--- src/design/alu_isa_pkg.sv ---
// alu isa package with the word width, divider step count and operation codes
package alu_isa_pkg;

    localparam int word_width = 32;

    // one quotient bit per divider cycle
    localparam int div_steps = 32;
    localparam int div_cnt_width = $clog2(div_steps);

    typedef logic [word_width-1:0] word_t;

    typedef enum logic [4:0] {
        OP_ADDU,
        OP_SUBU,
        OP_AND,
        OP_OR,
        OP_XOR,
        OP_NOR,
        OP_SLT,
        OP_SLTU,
        OP_SLL,
        OP_SRL,
        OP_SRA,
        OP_MULT,
        OP_MULTU,
        OP_DIV,
        OP_DIVU,
        OP_MFHI,
        OP_MFLO,
        OP_MTHI,
        OP_MTLO
    } alu_op_e;

endpackage

--- src/design/alu_link_pkg.sv ---
// alu link package with the structs passed between the sides of the unit
package alu_link_pkg;

    // host command, held stable for the whole transaction
    typedef struct packed {
        alu_isa_pkg::alu_op_e op;
        alu_isa_pkg::word_t   src_a;
        alu_isa_pkg::word_t   src_b;
    } alu_cmd_t;

    // done is a single-cycle pulse
    typedef struct packed {
        logic               done;
        alu_isa_pkg::word_t result;
    } alu_resp_t;

    typedef struct packed {
        alu_isa_pkg::word_t dividend;
        alu_isa_pkg::word_t divisor;
        logic               is_signed;
    } div_req_t;

endpackage

--- src/design/req_port.sv ---
// request port, accepts a four-phase request and issues one start to the core
module req_port (
    input  logic                   clk,
    input  logic                   rst,
    input  logic                   req_i,
    input  alu_link_pkg::alu_cmd_t cmd_i,
    input  logic                   release_i,
    output logic                   start_o,
    output alu_link_pkg::alu_cmd_t cmd_o
);

    logic idle_q;
    logic accept;

    // a held request is taken only once per transaction
    assign accept = req_i && idle_q;

    always_ff @(posedge clk) begin
        if (rst) begin
            idle_q  <= 1'b1;
            start_o <= 1'b0;
        end else begin
            start_o <= 1'b0;
            if (accept) begin
                start_o <= 1'b1;
                idle_q  <= 1'b0;
            end else if (release_i) begin
                // response side finished the handshake
                idle_q <= 1'b1;
            end
        end
    end

    always_ff @(posedge clk) begin
        if (accept) begin
            cmd_o <= cmd_i;
        end
    end

endmodule

--- src/design/div_iter.sv ---
// div iter, radix-2 restoring divider with signed and unsigned operands
module div_iter (
    input  logic                   clk,
    input  logic                   rst,
    input  logic                   start_i,
    input  alu_link_pkg::div_req_t req_i,
    output logic                   done_o,
    output alu_isa_pkg::word_t     quotient_o,
    output alu_isa_pkg::word_t     remainder_o
);

    import alu_isa_pkg::*;

    typedef enum logic [1:0] {
        DIV_IDLE,
        DIV_ZERO,
        DIV_RUN,
        DIV_FIX
    } div_state_e;

    div_state_e               state_q;
    logic [div_cnt_width-1:0] step_q;

    word_t rem_q;
    word_t quot_q;
    word_t dvsr_q;
    logic  neg_quot_q;
    logic  neg_rem_q;

    logic          dividend_neg;
    logic          divisor_neg;
    word_t         dividend_mag;
    word_t         divisor_mag;
    logic [word_width:0] shifted;
    logic [word_width:0] diff;

    assign dividend_neg = req_i.is_signed && req_i.dividend[word_width-1];
    assign divisor_neg  = req_i.is_signed && req_i.divisor[word_width-1];
    assign dividend_mag = dividend_neg ? -req_i.dividend : req_i.dividend;
    assign divisor_mag  = divisor_neg ? -req_i.divisor : req_i.divisor;

    // one trial subtract per cycle
    assign shifted = {rem_q, quot_q[word_width-1]};
    assign diff    = shifted - {1'b0, dvsr_q};

    always_ff @(posedge clk) begin
        if (rst) begin
            state_q <= DIV_IDLE;
            step_q  <= '0;
        end else begin
            case (state_q)
                DIV_IDLE: begin
                    step_q <= '0;
                    if (start_i) begin
                        state_q <= (req_i.divisor == '0) ? DIV_ZERO : DIV_RUN;
                    end
                end
                DIV_RUN: begin
                    step_q <= step_q + 1'b1;
                    if (step_q == div_cnt_width'(div_steps - 1)) begin
                        state_q <= DIV_FIX;
                    end
                end
                default: state_q <= DIV_IDLE;
            endcase
        end
    end

    always_ff @(posedge clk) begin
        if (state_q == DIV_IDLE && start_i) begin
            dvsr_q <= divisor_mag;
            if (req_i.divisor == '0) begin
                // defined result for a zero divisor
                quot_q     <= '1;
                rem_q      <= req_i.dividend;
                neg_quot_q <= 1'b0;
                neg_rem_q  <= 1'b0;
            end else begin
                quot_q     <= dividend_mag;
                rem_q      <= '0;
                neg_quot_q <= dividend_neg ^ divisor_neg;
                neg_rem_q  <= dividend_neg;
            end
        end else if (state_q == DIV_RUN) begin
            if (!diff[word_width]) begin
                rem_q  <= diff[word_width-1:0];
                quot_q <= {quot_q[word_width-2:0], 1'b1};
            end else begin
                rem_q  <= shifted[word_width-1:0];
                quot_q <= {quot_q[word_width-2:0], 1'b0};
            end
        end
    end

    // sign fix on the way out, remainder follows the dividend
    assign done_o      = (state_q == DIV_ZERO) || (state_q == DIV_FIX);
    assign quotient_o  = neg_quot_q ? -quot_q : quot_q;
    assign remainder_o = neg_rem_q ? -rem_q : rem_q;

endmodule

--- src/design/exec_core.sv ---
// exec core, integer alu, multiplier and hi/lo pair with a multi-cycle divider
module exec_core (
    input  logic                    clk,
    input  logic                    rst,
    input  logic                    start_i,
    input  alu_link_pkg::alu_cmd_t  cmd_i,
    output alu_link_pkg::alu_resp_t resp_o
);

    import alu_isa_pkg::*;
    import alu_link_pkg::*;

    word_t hi_q;
    word_t lo_q;
    logic  done_q;
    word_t result_q;

    logic     is_div;
    logic     mul_signed;
    logic [4:0] shamt;
    logic [2*word_width-1:0] mul_a;
    logic [2*word_width-1:0] mul_b;
    logic [2*word_width-1:0] product;

    word_t alu_res;
    word_t hi_d;
    word_t lo_d;
    logic  hi_we;
    logic  lo_we;

    logic     div_start;
    div_req_t div_req;
    logic     div_done;
    word_t    div_quot;
    word_t    div_rem;

    assign is_div     = (cmd_i.op == OP_DIV) || (cmd_i.op == OP_DIVU);
    assign mul_signed = (cmd_i.op == OP_MULT);
    assign shamt      = cmd_i.src_b[4:0];

    // sign-extend for mult, low 64 bits are then right for both kinds
    assign mul_a   = {{word_width{mul_signed && cmd_i.src_a[word_width-1]}}, cmd_i.src_a};
    assign mul_b   = {{word_width{mul_signed && cmd_i.src_b[word_width-1]}}, cmd_i.src_b};
    assign product = mul_a * mul_b;

    always_comb begin
        alu_res = '0;
        hi_d    = hi_q;
        lo_d    = lo_q;
        hi_we   = 1'b0;
        lo_we   = 1'b0;
        case (cmd_i.op)
            OP_ADDU: alu_res = cmd_i.src_a + cmd_i.src_b;
            OP_SUBU: alu_res = cmd_i.src_a - cmd_i.src_b;
            OP_AND:  alu_res = cmd_i.src_a & cmd_i.src_b;
            OP_OR:   alu_res = cmd_i.src_a | cmd_i.src_b;
            OP_XOR:  alu_res = cmd_i.src_a ^ cmd_i.src_b;
            OP_NOR:  alu_res = ~(cmd_i.src_a | cmd_i.src_b);
            OP_SLT:  alu_res = word_t'($signed(cmd_i.src_a) < $signed(cmd_i.src_b));
            OP_SLTU: alu_res = word_t'(cmd_i.src_a < cmd_i.src_b);
            OP_SLL:  alu_res = cmd_i.src_a << shamt;
            OP_SRL:  alu_res = cmd_i.src_a >> shamt;
            OP_SRA:  alu_res = word_t'($signed(cmd_i.src_a) >>> shamt);
            OP_MULT, OP_MULTU: begin
                hi_we   = 1'b1;
                lo_we   = 1'b1;
                hi_d    = product[2*word_width-1:word_width];
                lo_d    = product[word_width-1:0];
                alu_res = product[word_width-1:0];
            end
            OP_MFHI: alu_res = hi_q;
            OP_MFLO: alu_res = lo_q;
            OP_MTHI: begin
                hi_we   = 1'b1;
                hi_d    = cmd_i.src_a;
                alu_res = lo_q;
            end
            OP_MTLO: begin
                lo_we   = 1'b1;
                lo_d    = cmd_i.src_a;
                alu_res = cmd_i.src_a;
            end
            default: alu_res = '0;
        endcase
    end

    // divides go to the divider instead of finishing next cycle
    assign div_start = start_i && is_div;
    assign div_req   = '{dividend: cmd_i.src_a, divisor: cmd_i.src_b,
                         is_signed: (cmd_i.op == OP_DIV)};

    div_iter u_div_iter (
        .clk         (clk),
        .rst         (rst),
        .start_i     (div_start),
        .req_i       (div_req),
        .done_o      (div_done),
        .quotient_o  (div_quot),
        .remainder_o (div_rem)
    );

    always_ff @(posedge clk) begin
        if (rst) begin
            hi_q   <= '0;
            lo_q   <= '0;
            done_q <= 1'b0;
        end else begin
            done_q <= 1'b0;
            if (start_i && !is_div) begin
                done_q <= 1'b1;
                if (hi_we) begin
                    hi_q <= hi_d;
                end
                if (lo_we) begin
                    lo_q <= lo_d;
                end
            end else if (div_done) begin
                done_q <= 1'b1;
                hi_q   <= div_rem;
                lo_q   <= div_quot;
            end
        end
    end

    always_ff @(posedge clk) begin
        if (start_i && !is_div) begin
            result_q <= alu_res;
        end else if (div_done) begin
            result_q <= div_quot;
        end
    end

    assign resp_o = '{done: done_q, result: result_q};

endmodule

--- src/design/resp_port.sv ---
// response port, holds the result and completes the four-phase handshake
module resp_port (
    input  logic                    clk,
    input  logic                    rst,
    input  logic                    req_i,
    input  alu_link_pkg::alu_resp_t resp_i,
    output logic                    ack_o,
    output alu_isa_pkg::word_t      result_o,
    output logic                    release_o
);

    logic drop_ack;

    // host has let go of the request
    assign drop_ack = ack_o && !req_i;

    always_ff @(posedge clk) begin
        if (rst) begin
            ack_o     <= 1'b0;
            release_o <= 1'b0;
        end else begin
            release_o <= 1'b0;
            if (resp_i.done) begin
                ack_o <= 1'b1;
            end else if (drop_ack) begin
                ack_o     <= 1'b0;
                release_o <= 1'b1;
            end
        end
    end

    // result stays put while ack is high
    always_ff @(posedge clk) begin
        if (resp_i.done) begin
            result_o <= resp_i.result;
        end
    end

endmodule

--- src/design/alu_unit_top.sv ---
// alu unit top, request port, execute core and response port behind req/ack
module alu_unit_top (
    input  logic                   clk,
    input  logic                   rst,
    input  logic                   req_i,
    input  alu_link_pkg::alu_cmd_t cmd_i,
    output logic                   ack_o,
    output alu_isa_pkg::word_t     result_o
);

    import alu_link_pkg::*;

    logic      core_start;
    alu_cmd_t  core_cmd;
    alu_resp_t core_resp;
    logic      release_pulse;

    req_port u_req_port (
        .clk       (clk),
        .rst       (rst),
        .req_i     (req_i),
        .cmd_i     (cmd_i),
        .release_i (release_pulse),
        .start_o   (core_start),
        .cmd_o     (core_cmd)
    );

    exec_core u_exec_core (
        .clk     (clk),
        .rst     (rst),
        .start_i (core_start),
        .cmd_i   (core_cmd),
        .resp_o  (core_resp)
    );

    resp_port u_resp_port (
        .clk       (clk),
        .rst       (rst),
        .req_i     (req_i),
        .resp_i    (core_resp),
        .ack_o     (ack_o),
        .result_o  (result_o),
        .release_o (release_pulse)
    );

endmodule

--- config.mk ---
export PLATFORM = sky130hd
export DESIGN_NAME = alu_unit_top
export DESIGN_NICKNAME = d
export VERILOG_FILES = /design/src/design/alu_isa_pkg.sv /design/src/design/alu_link_pkg.sv /design/src/design/req_port.sv /design/src/design/div_iter.sv /design/src/design/exec_core.sv /design/src/design/resp_port.sv /design/src/design/alu_unit_top.sv
export SDC_FILE = /design/constraint.sdc
export NUM_CORES = 2
export LEC_CHECK = 0
export ABC_AREA = 1
export BUFFER_PORTS_ARGS = -buffer_cell sky130_fd_sc_hd__buf_2
export CORE_MARGIN = 4
export CORE_UTILIZATION = 30
export CTS_CLUSTER_DIAMETER = 80
export CTS_CLUSTER_SIZE = 25
export DETAILED_ROUTE_END_ITERATION = 7
export SYNTH_ARGS = -nofsm -noshare
export SYNTH_HDL_FRONTEND = slang
export SYNTH_HIERARCHICAL = 1
export SYNTH_SLANG_ARGS = --single-unit
--- constraint.sdc ---
create_clock -name clk -period 10.3 [get_ports clk]
set_input_delay 1.545 -clock clk [delete_from_list [all_inputs] [get_ports clk]]
set_output_delay 1.545 -clock clk [all_outputs]
set_load 0.01 [all_outputs]
# Yosys cells after proc, flatten, opt, wreduce, memory -nomap -nowiden
# Index checks and enable logic that the tools add are counted.
[totals] word_cells=132 ff_bits=307 out_inout_bits=33 in_bits=72
[classes] magnitude_cmp=2 multipliers=1 shift=3 muxes=37 addsub=8 reduce_logical=29 eq_ne=28 bitwise=5
[op_table] op="two-way mux 32 bit" n=18
[op_table] op="case mux 32 bit (15 select lines)" n=1
[op_table] op="negator 32 bit" n=4
[op_table] op="case mux 32 bit (2 select lines)" n=2
[op_table] op="< comparator 32 bit" n=2
[op_table] op="multiplier 33 x 33 -> 64 bit" n=1
[op_table] op="equality test 5 x 4 -> 1 bit (second input constant)" n=8
[op_table] op="subtractor 33 x 32 -> 33 bit" n=1
[op_table] op="adder 32 bit" n=1
[op_table] op="AND 32 bit" n=1
[op_table] op="zero test 32 bit" n=1
[op_table] op="NOT 32 bit" n=1
[op_table] op="OR 32 bit" n=1
[op_table] op="<< shifter 32 x 5 -> 32 bit" n=1
[op_table] op=">> shifter 32 x 5 -> 32 bit" n=1
[op_table] op=">>> shifter 32 x 5 -> 32 bit" n=1
[op_table] op="subtractor 32 bit" n=1
[op_table] op="XOR 32 bit" n=1
[op_table] op="equality test 5 x 3 -> 1 bit (second input constant)" n=4
[op_table] op="equality test 5 bit (second input constant)" n=4
[op_table] op="two-way mux 1 bit" n=11
[op_table] op="equality test 5 x 2 -> 1 bit (second input constant)" n=2
[op_table] op="case mux 5 bit (2 select lines)" n=1
[op_table] op="nonzero test 2 bit" n=5
[op_table] op="other kinds (19)" n=39

# Logic depth before layout (Yosys ltp)
[logic_depth] ltp_word=6 depth_mapped=37 mapped_depth_nobuf=35

# Hierarchy
# The synthesis kept the hierarchy.
[by_module_without_submodules] mod="exec_core" area_each_um2=54443.5 instances=1 cells_per_inst=7698 seq_area_each_um2=2262.2
[by_module_without_submodules] mod="div_iter" area_each_um2=10376.2 instances=1 cells_per_inst=1584 seq_area_each_um2=3083.0
[by_module_without_submodules] mod="req_port" area_each_um2=2135.8 instances=1 cells_per_inst=77 seq_area_each_um2=2112.0
[by_module_without_submodules] mod="resp_port" area_each_um2=1036.0 instances=1 cells_per_inst=42 seq_area_each_um2=1001.0

# Least setup slack after synthesis
# No wires, ideal clock.
[synth_timing] kind="flip-flop to flip-flop" start="reg u_req_port/cmd_o[67] (netlist name)" end="reg u_exec_core.hi_q[29]" path_stages_with_launch=33 synth_period_minus_slack_ns=7.811 n_path_buf=2 path_slack_ns=2.489 arrival_time_ns=7.742 required_time_ns=10.230 cell_sequence="edfxtp_1 -> nand2_2 -> inv_2 -> nand2_1 -> clkbuf_1 -> clkbuf_1 -> nor2_1 -> fa_1 -> inv_1 -> fa_1 -> inv_1 -> fa_1 -> inv_1 -> fa_1 -> fa_1 -> inv_1 -> fa_1 -> inv_1 -> fa_1 -> fa_1 -> inv_1 -> ha_1 -> nand2_1 -> nor2_1 -> nand2_1 -> nor2_1 -> and3_1 -> nand2_1 -> nand3b_1 -> nand2_1 -> nand3_1 -> nand2_1 -> a21oi_1"
[synth_between] elab_chain_len=6 word_cells_on_any_way=21
[synth_rtl] element="start, declared" line="req_port.sv:9" text="output alu_link_pkg::alu_cmd_t cmd_o"
[synth_rtl] element="start signal, assigned" line="req_port.sv:36" text="cmd_o <= cmd_i;"
[synth_rtl] element="equality test 5 x 4 -> 1 bit, on equally long branches" line="exec_core.sv:38, exec_core.sv:52, exec_core.sv:37"
[synth_rtl] element="logical AND 1 bit (tied with other cells)" line="exec_core.sv:42" text="assign mul_a = {{word_width{mul_signed && cmd_i.src_a[word_width-1]}}, cmd_i.src_a};"
[synth_rtl] element="multiplier 33 x 33 -> 64 bit or zero test 1 bit (tied branches)" line="exec_core.sv:44, exec_core.sv:109"
[synth_rtl] element="case mux 32 bit (2 select lines) or logical AND 1 bit (tied branches)" line="exec_core.sv:52, exec_core.sv:109"
[synth_rtl] element="two-way mux 32 bit (tied with other cells)" line="exec_core.sv:111" text="if (hi_we) begin"
[synth_rtl] element="two-way mux 32 bit or AND reduction 3 bit (tied branches)"
[synth_rtl] element="end signal, assigned" line="exec_core.sv:112" text="hi_q <= hi_d;"
[synth_rtl] element="end signal, assigned" line="exec_core.sv:119" text="hi_q <= div_rem;"
[synth_rtl] element="end, declared" line="exec_core.sv:13" text="word_t hi_q;"
# Several ways; a longest one is shown, not always the timed one. The select of a mux whose other input is x is not followed.
# A chain may end at the register's enable or synchronous reset.

# Final worst setup path
[layout_timing] start="reg u_req_port/cmd_o[50] (netlist name)" end="reg u_exec_core.result_q[27], data pin"
[layout_between] elab_chain_len=3 word_cells_on_any_way=8
[layout_rtl] element="multiplier 33 x 33 -> 64 bit (tied with other cells)" line="exec_core.sv:44" text="assign product = mul_a * mul_b;"
[layout_rtl] element="case mux 32 bit (15 select lines) (*)" line="exec_core.sv:52" text="case (cmd_i.op)"
[layout_rtl] element="two-way mux 32 bit (*)" line="exec_core.sv:126" text="if (start_i && !is_div) begin"
[layout_rtl] element="end signal, assigned" line="exec_core.sv:127" text="result_q <= alu_res;"
[layout_rtl] element="end signal, assigned" line="exec_core.sv:129" text="result_q <= div_quot;"
[layout_rtl] element="end, declared" line="exec_core.sv:16" text="word_t result_q;"
# Mark *: on every way between the ends. The rest lies on a longest branch, timed or not.

==> flow_metrics.py <==
metrics = {
    "run_status": {
        "status": "finished, final reports clean",
    },
    "clock_network": {
        "cts.repair.resized": 0,
        "clockBufferDepth": 3,
        "cts_sinks": 307,
        "postCtsSetupRepairBufs": 0,
        "ctsRootBufferMaster": "clkbuf_16",
        "numCtsBuffers": 27,
        "htree_levels": 1,
        "hold_buffers": 0,
        "cts.clk_slew.worst_paths_ns": 0.10,
        "cts_tree": "done",
        "insertion_delay_ns": 0.71,
    },
    "sta": {
        "setup_viol": 0,
        "setup-tns-final_ns": 0,
        "slew_viol_final": 0,
        "tightest_slew_ns": 1.38,
        "relSlewSlack_pct": 7.94,
        "fmax_ghz": 0.110,
        "hold_viol_final": 0,
        "skew_ns": 0.0592,
        "min_period_ns": 9.09,
        "fin_crit_sh_pct": 88.3,
        "rsz0062_at_grt": "no",
    },
    "die": {
        "initial_core_util_pct": 30.2,
        "die_area_mm2": 0.234,
        "die_w_um": 484,
        "row_count": 174,
        "die_h_um": 484,
        "core_mm2": 0.225,
        "io_pins": 105,
    },
    "layout": {
        "final_common_cell": "nand2_1",
        "syn2layout_area_growth_pct": 7.53,
        "fin_nets": 10853,
        "final_cell_mix": "nand2_1 (2628), inv_1 (2106), fa_1 (1128)",
        "multi_input_area_mm2": 0.0497,
        "fillers": 24657,
        "regArea_mm2": 0.00846,
        "drive_above_1_share_pct": 4.76,
    },
    "logic_synthesis": {
        "seq_area_frac_synth_pct": 12.4,
        "postSynthNetCount": 10948,
        "avgSynthCellArea_um2": 7.23,
        "async_flop_share_pct": 0,
        "synthCells": 9401,
        "synth_edf_count": 231,
        "synth_flop_cell": "edfxtp_1",
        "synthesis.area_mm2": 0.0680,
        "ys_warn_count": 6,
        "synth-seq-cells": 307,
        "synth_cell_types": 64,
    },
    "hold_path": {
        "whs_path_depth": 0,
        "min_to": "u_resp_port/result_o[18]",
        "hold_start": "u_exec_core/result_q[18]",
        "worstHoldPathType": "flop to flop",
    },
    "route": {
        "wl_per_cell_um": 24.6,
        "drtIter0Drc": 7104,
        "drt_first_pass_iters": 8,
        "drc": 0,
        "viasPerCell": 5.12,
        "via_count": 63033,
        "totalWireLength_um": 303000,
        "ant_nets": 0,
    },
    "critical_path": {
        "r2r_end": "u_exec_core/result_q[27]",
        "reg2reg_depth": 27,
        "r2r_start": "u_req_port/cmd_o[50]",
        "regToRegSetupSlack_ns": 1.21,
        "cp.required_ns": 10.73,
        "critPathArrivalTime_ns": 9.53,
        "worstSetupStartpointType": "flop",
        "timing.critical_path.to_type": "flop",
        "worstPathMaxFanout": 13,
        "path_class": "flop to flop",
    },
    "grt": {
        "first_global_vias": 63300,
        "antenna_found_initial": 25,
        "grt_pass1_wl_um": 440000,
        "grtUsageTotal_pct": 25.4,
        "grt_max_degree": 65,
        "overflow": 0,
    },
    "run": {
        "max_cap_viol_count": 0,
    },
    "placement": {
        "numPortBuffers": 104,
        "hpwl_um": 250000,
        "gp_congestion": 1.07,
    },
}
[flip-flops by register name, summed over array words and instances, names as in the netlist, 5 cells and up]
register                       count
u_exec_core/u_div_iter/dvsr_q     32
u_exec_core/lo_q                  32
u_exec_core/result_q              32
u_req_port/cmd_o                  69
u_exec_core/u_div_iter/rem_q      32
u_exec_core/u_div_iter/step_q      5
u_resp_port/result_o              32
u_exec_core/u_div_iter/quot_q     32
u_exec_core/hi_q                  32
[worst max path at each step]
stage	startpoint	to	slack [ns]	depth (start not counted)
finish	u_req_port/cmd_o[50]	u_exec_core/result_q[27]	1.21	27
global route	u_req_port/cmd_o[64]	u_exec_core/hi_q[21]	0.65	30
detailed placement	u_req_port/cmd_o[64]	u_exec_core/hi_q[27]	1.28	29
floorplan	u_req_port/cmd_o[67]	u_exec_core/hi_q[29]	2.49	32
global placement	u_req_port/cmd_o[64]	u_exec_core/hi_q[29]	1.31	31
CTS	u_req_port/cmd_o[64]	u_exec_core/hi_q[27]	1.19	29
[per-layer routing]
metal	GRT usage (%)	vias up	part of all wire (%)
met5	0	-	0.017
met4	12.4	8	6.1
met3	5.30	621	9.5
met2	39.1	2946	43
met1	34.1	31382	41
li1	-	28076	-
[worst max-delay path, cell delays in order, from the launching register on]
cell	delay (ns)
edfxtp_1	1.28
buf_4	0.38
nand2_1	0.10
fa_1	0.54
inv_1	0.05
fa_1	0.52
fa_1	0.43
fa_1	0.50
inv_1	0.06
fa_1	0.48
fa_1	0.55
fa_1	0.50
inv_1	0.05
fa_1	0.44
ha_1	0.52
nand2_1	0.15
nor2_1	0.30
nand2_1	0.25
nor4_1	0.42
nand2_1	0.17
nand3_1	0.24
nand2_1	0.08
nand2_1	0.18
nor2_1	0.06
nor2_1	0.26
nand3_1	0.15
nand2_1	0.10
nand2_1	0.06
[Yosys cell counts, types with 21 or more instances]
| cell | n | share of area [%] |
|---|---|---|
| a21oi_1 | 358 | 2.6 |
| a31oi_1 | 53 | 0.49 |
| buf_1 | 29 | 0.16 |
| buf_2 | 90 | 0.66 |
| clkbuf_1 | 272 | 1.5 |
| dfxtp_1 | 76 | 2.2 |
| edfxtp_1 | 231 | 10 |
| fa_1 | 1128 | 33 |
| ha_1 | 347 | 6.4 |
| inv_1 | 2110 | 12 |
| inv_2 | 29 | 0.16 |
| nand2_1 | 2631 | 15 |
| nand3_1 | 496 | 3.7 |
| nand3b_1 | 34 | 0.38 |
| nand4_1 | 81 | 0.75 |
| nor2_1 | 585 | 3.2 |
| nor3_1 | 57 | 0.42 |
| o211ai_1 | 31 | 0.34 |
| o21a_1 | 21 | 0.23 |
| o21ai_0 | 329 | 2.4 |
| o21ai_1 | 48 | 0.35 |
| xnor2_1 | 32 | 0.41 |
| xor2_1 | 107 | 1.4 |
[kinds of logic after synthesis]
family | Yosys count | share of synthesized area, %
muxes | 9 | 0.133
and+or+nand+nor | 3976 | 24.0
AOI/OAI and AO/OA | 937 | 7.60
adders and majority gates | 1475 | 39.6
xor gates and xnor gates | 139 | 1.79
DFF | 307 | 12.4
buffers and inverters | 2558 | 14.5
[through the flow]
stage	std cells	util [%]	hold slack [ns]	worst slack (ns)	instance area [um2]
5_1_grt	12320	32.5	0.421	0.648	73100
3_5_place_dp	12269	32.0	0.405	1.28	72000
4_1_cts	12319	32.5	0.411	1.19	73100
2_1_floorplan	9401	-	0.400	2.49	68000
3_3_place_gp	12269	32.0	0.402	1.31	72000
6_report	12322	32.5	0.409	1.21	73100
[cell type report]
| cell class | instances | share of cell area (%) |
|---|---|---|
| Multi-Input combinational cell | 6536 | 68.0 |
| Sequential cell | 307 | 11.6 |
| Inverter | 2144 | 11.0 |
| Tap cell | 2992 | 5.12 |
| Timing Repair Buffer | 290 | 2.84 |
| Clock buffer | 31 | 0.974 |
| Clock inverter | 19 | 0.493 |
| Antenna cell | 3 | 0.0103 |
Power is not shown: default switching activity piles up to over one toggle a cycle in this logic, so the estimate is an artifact.
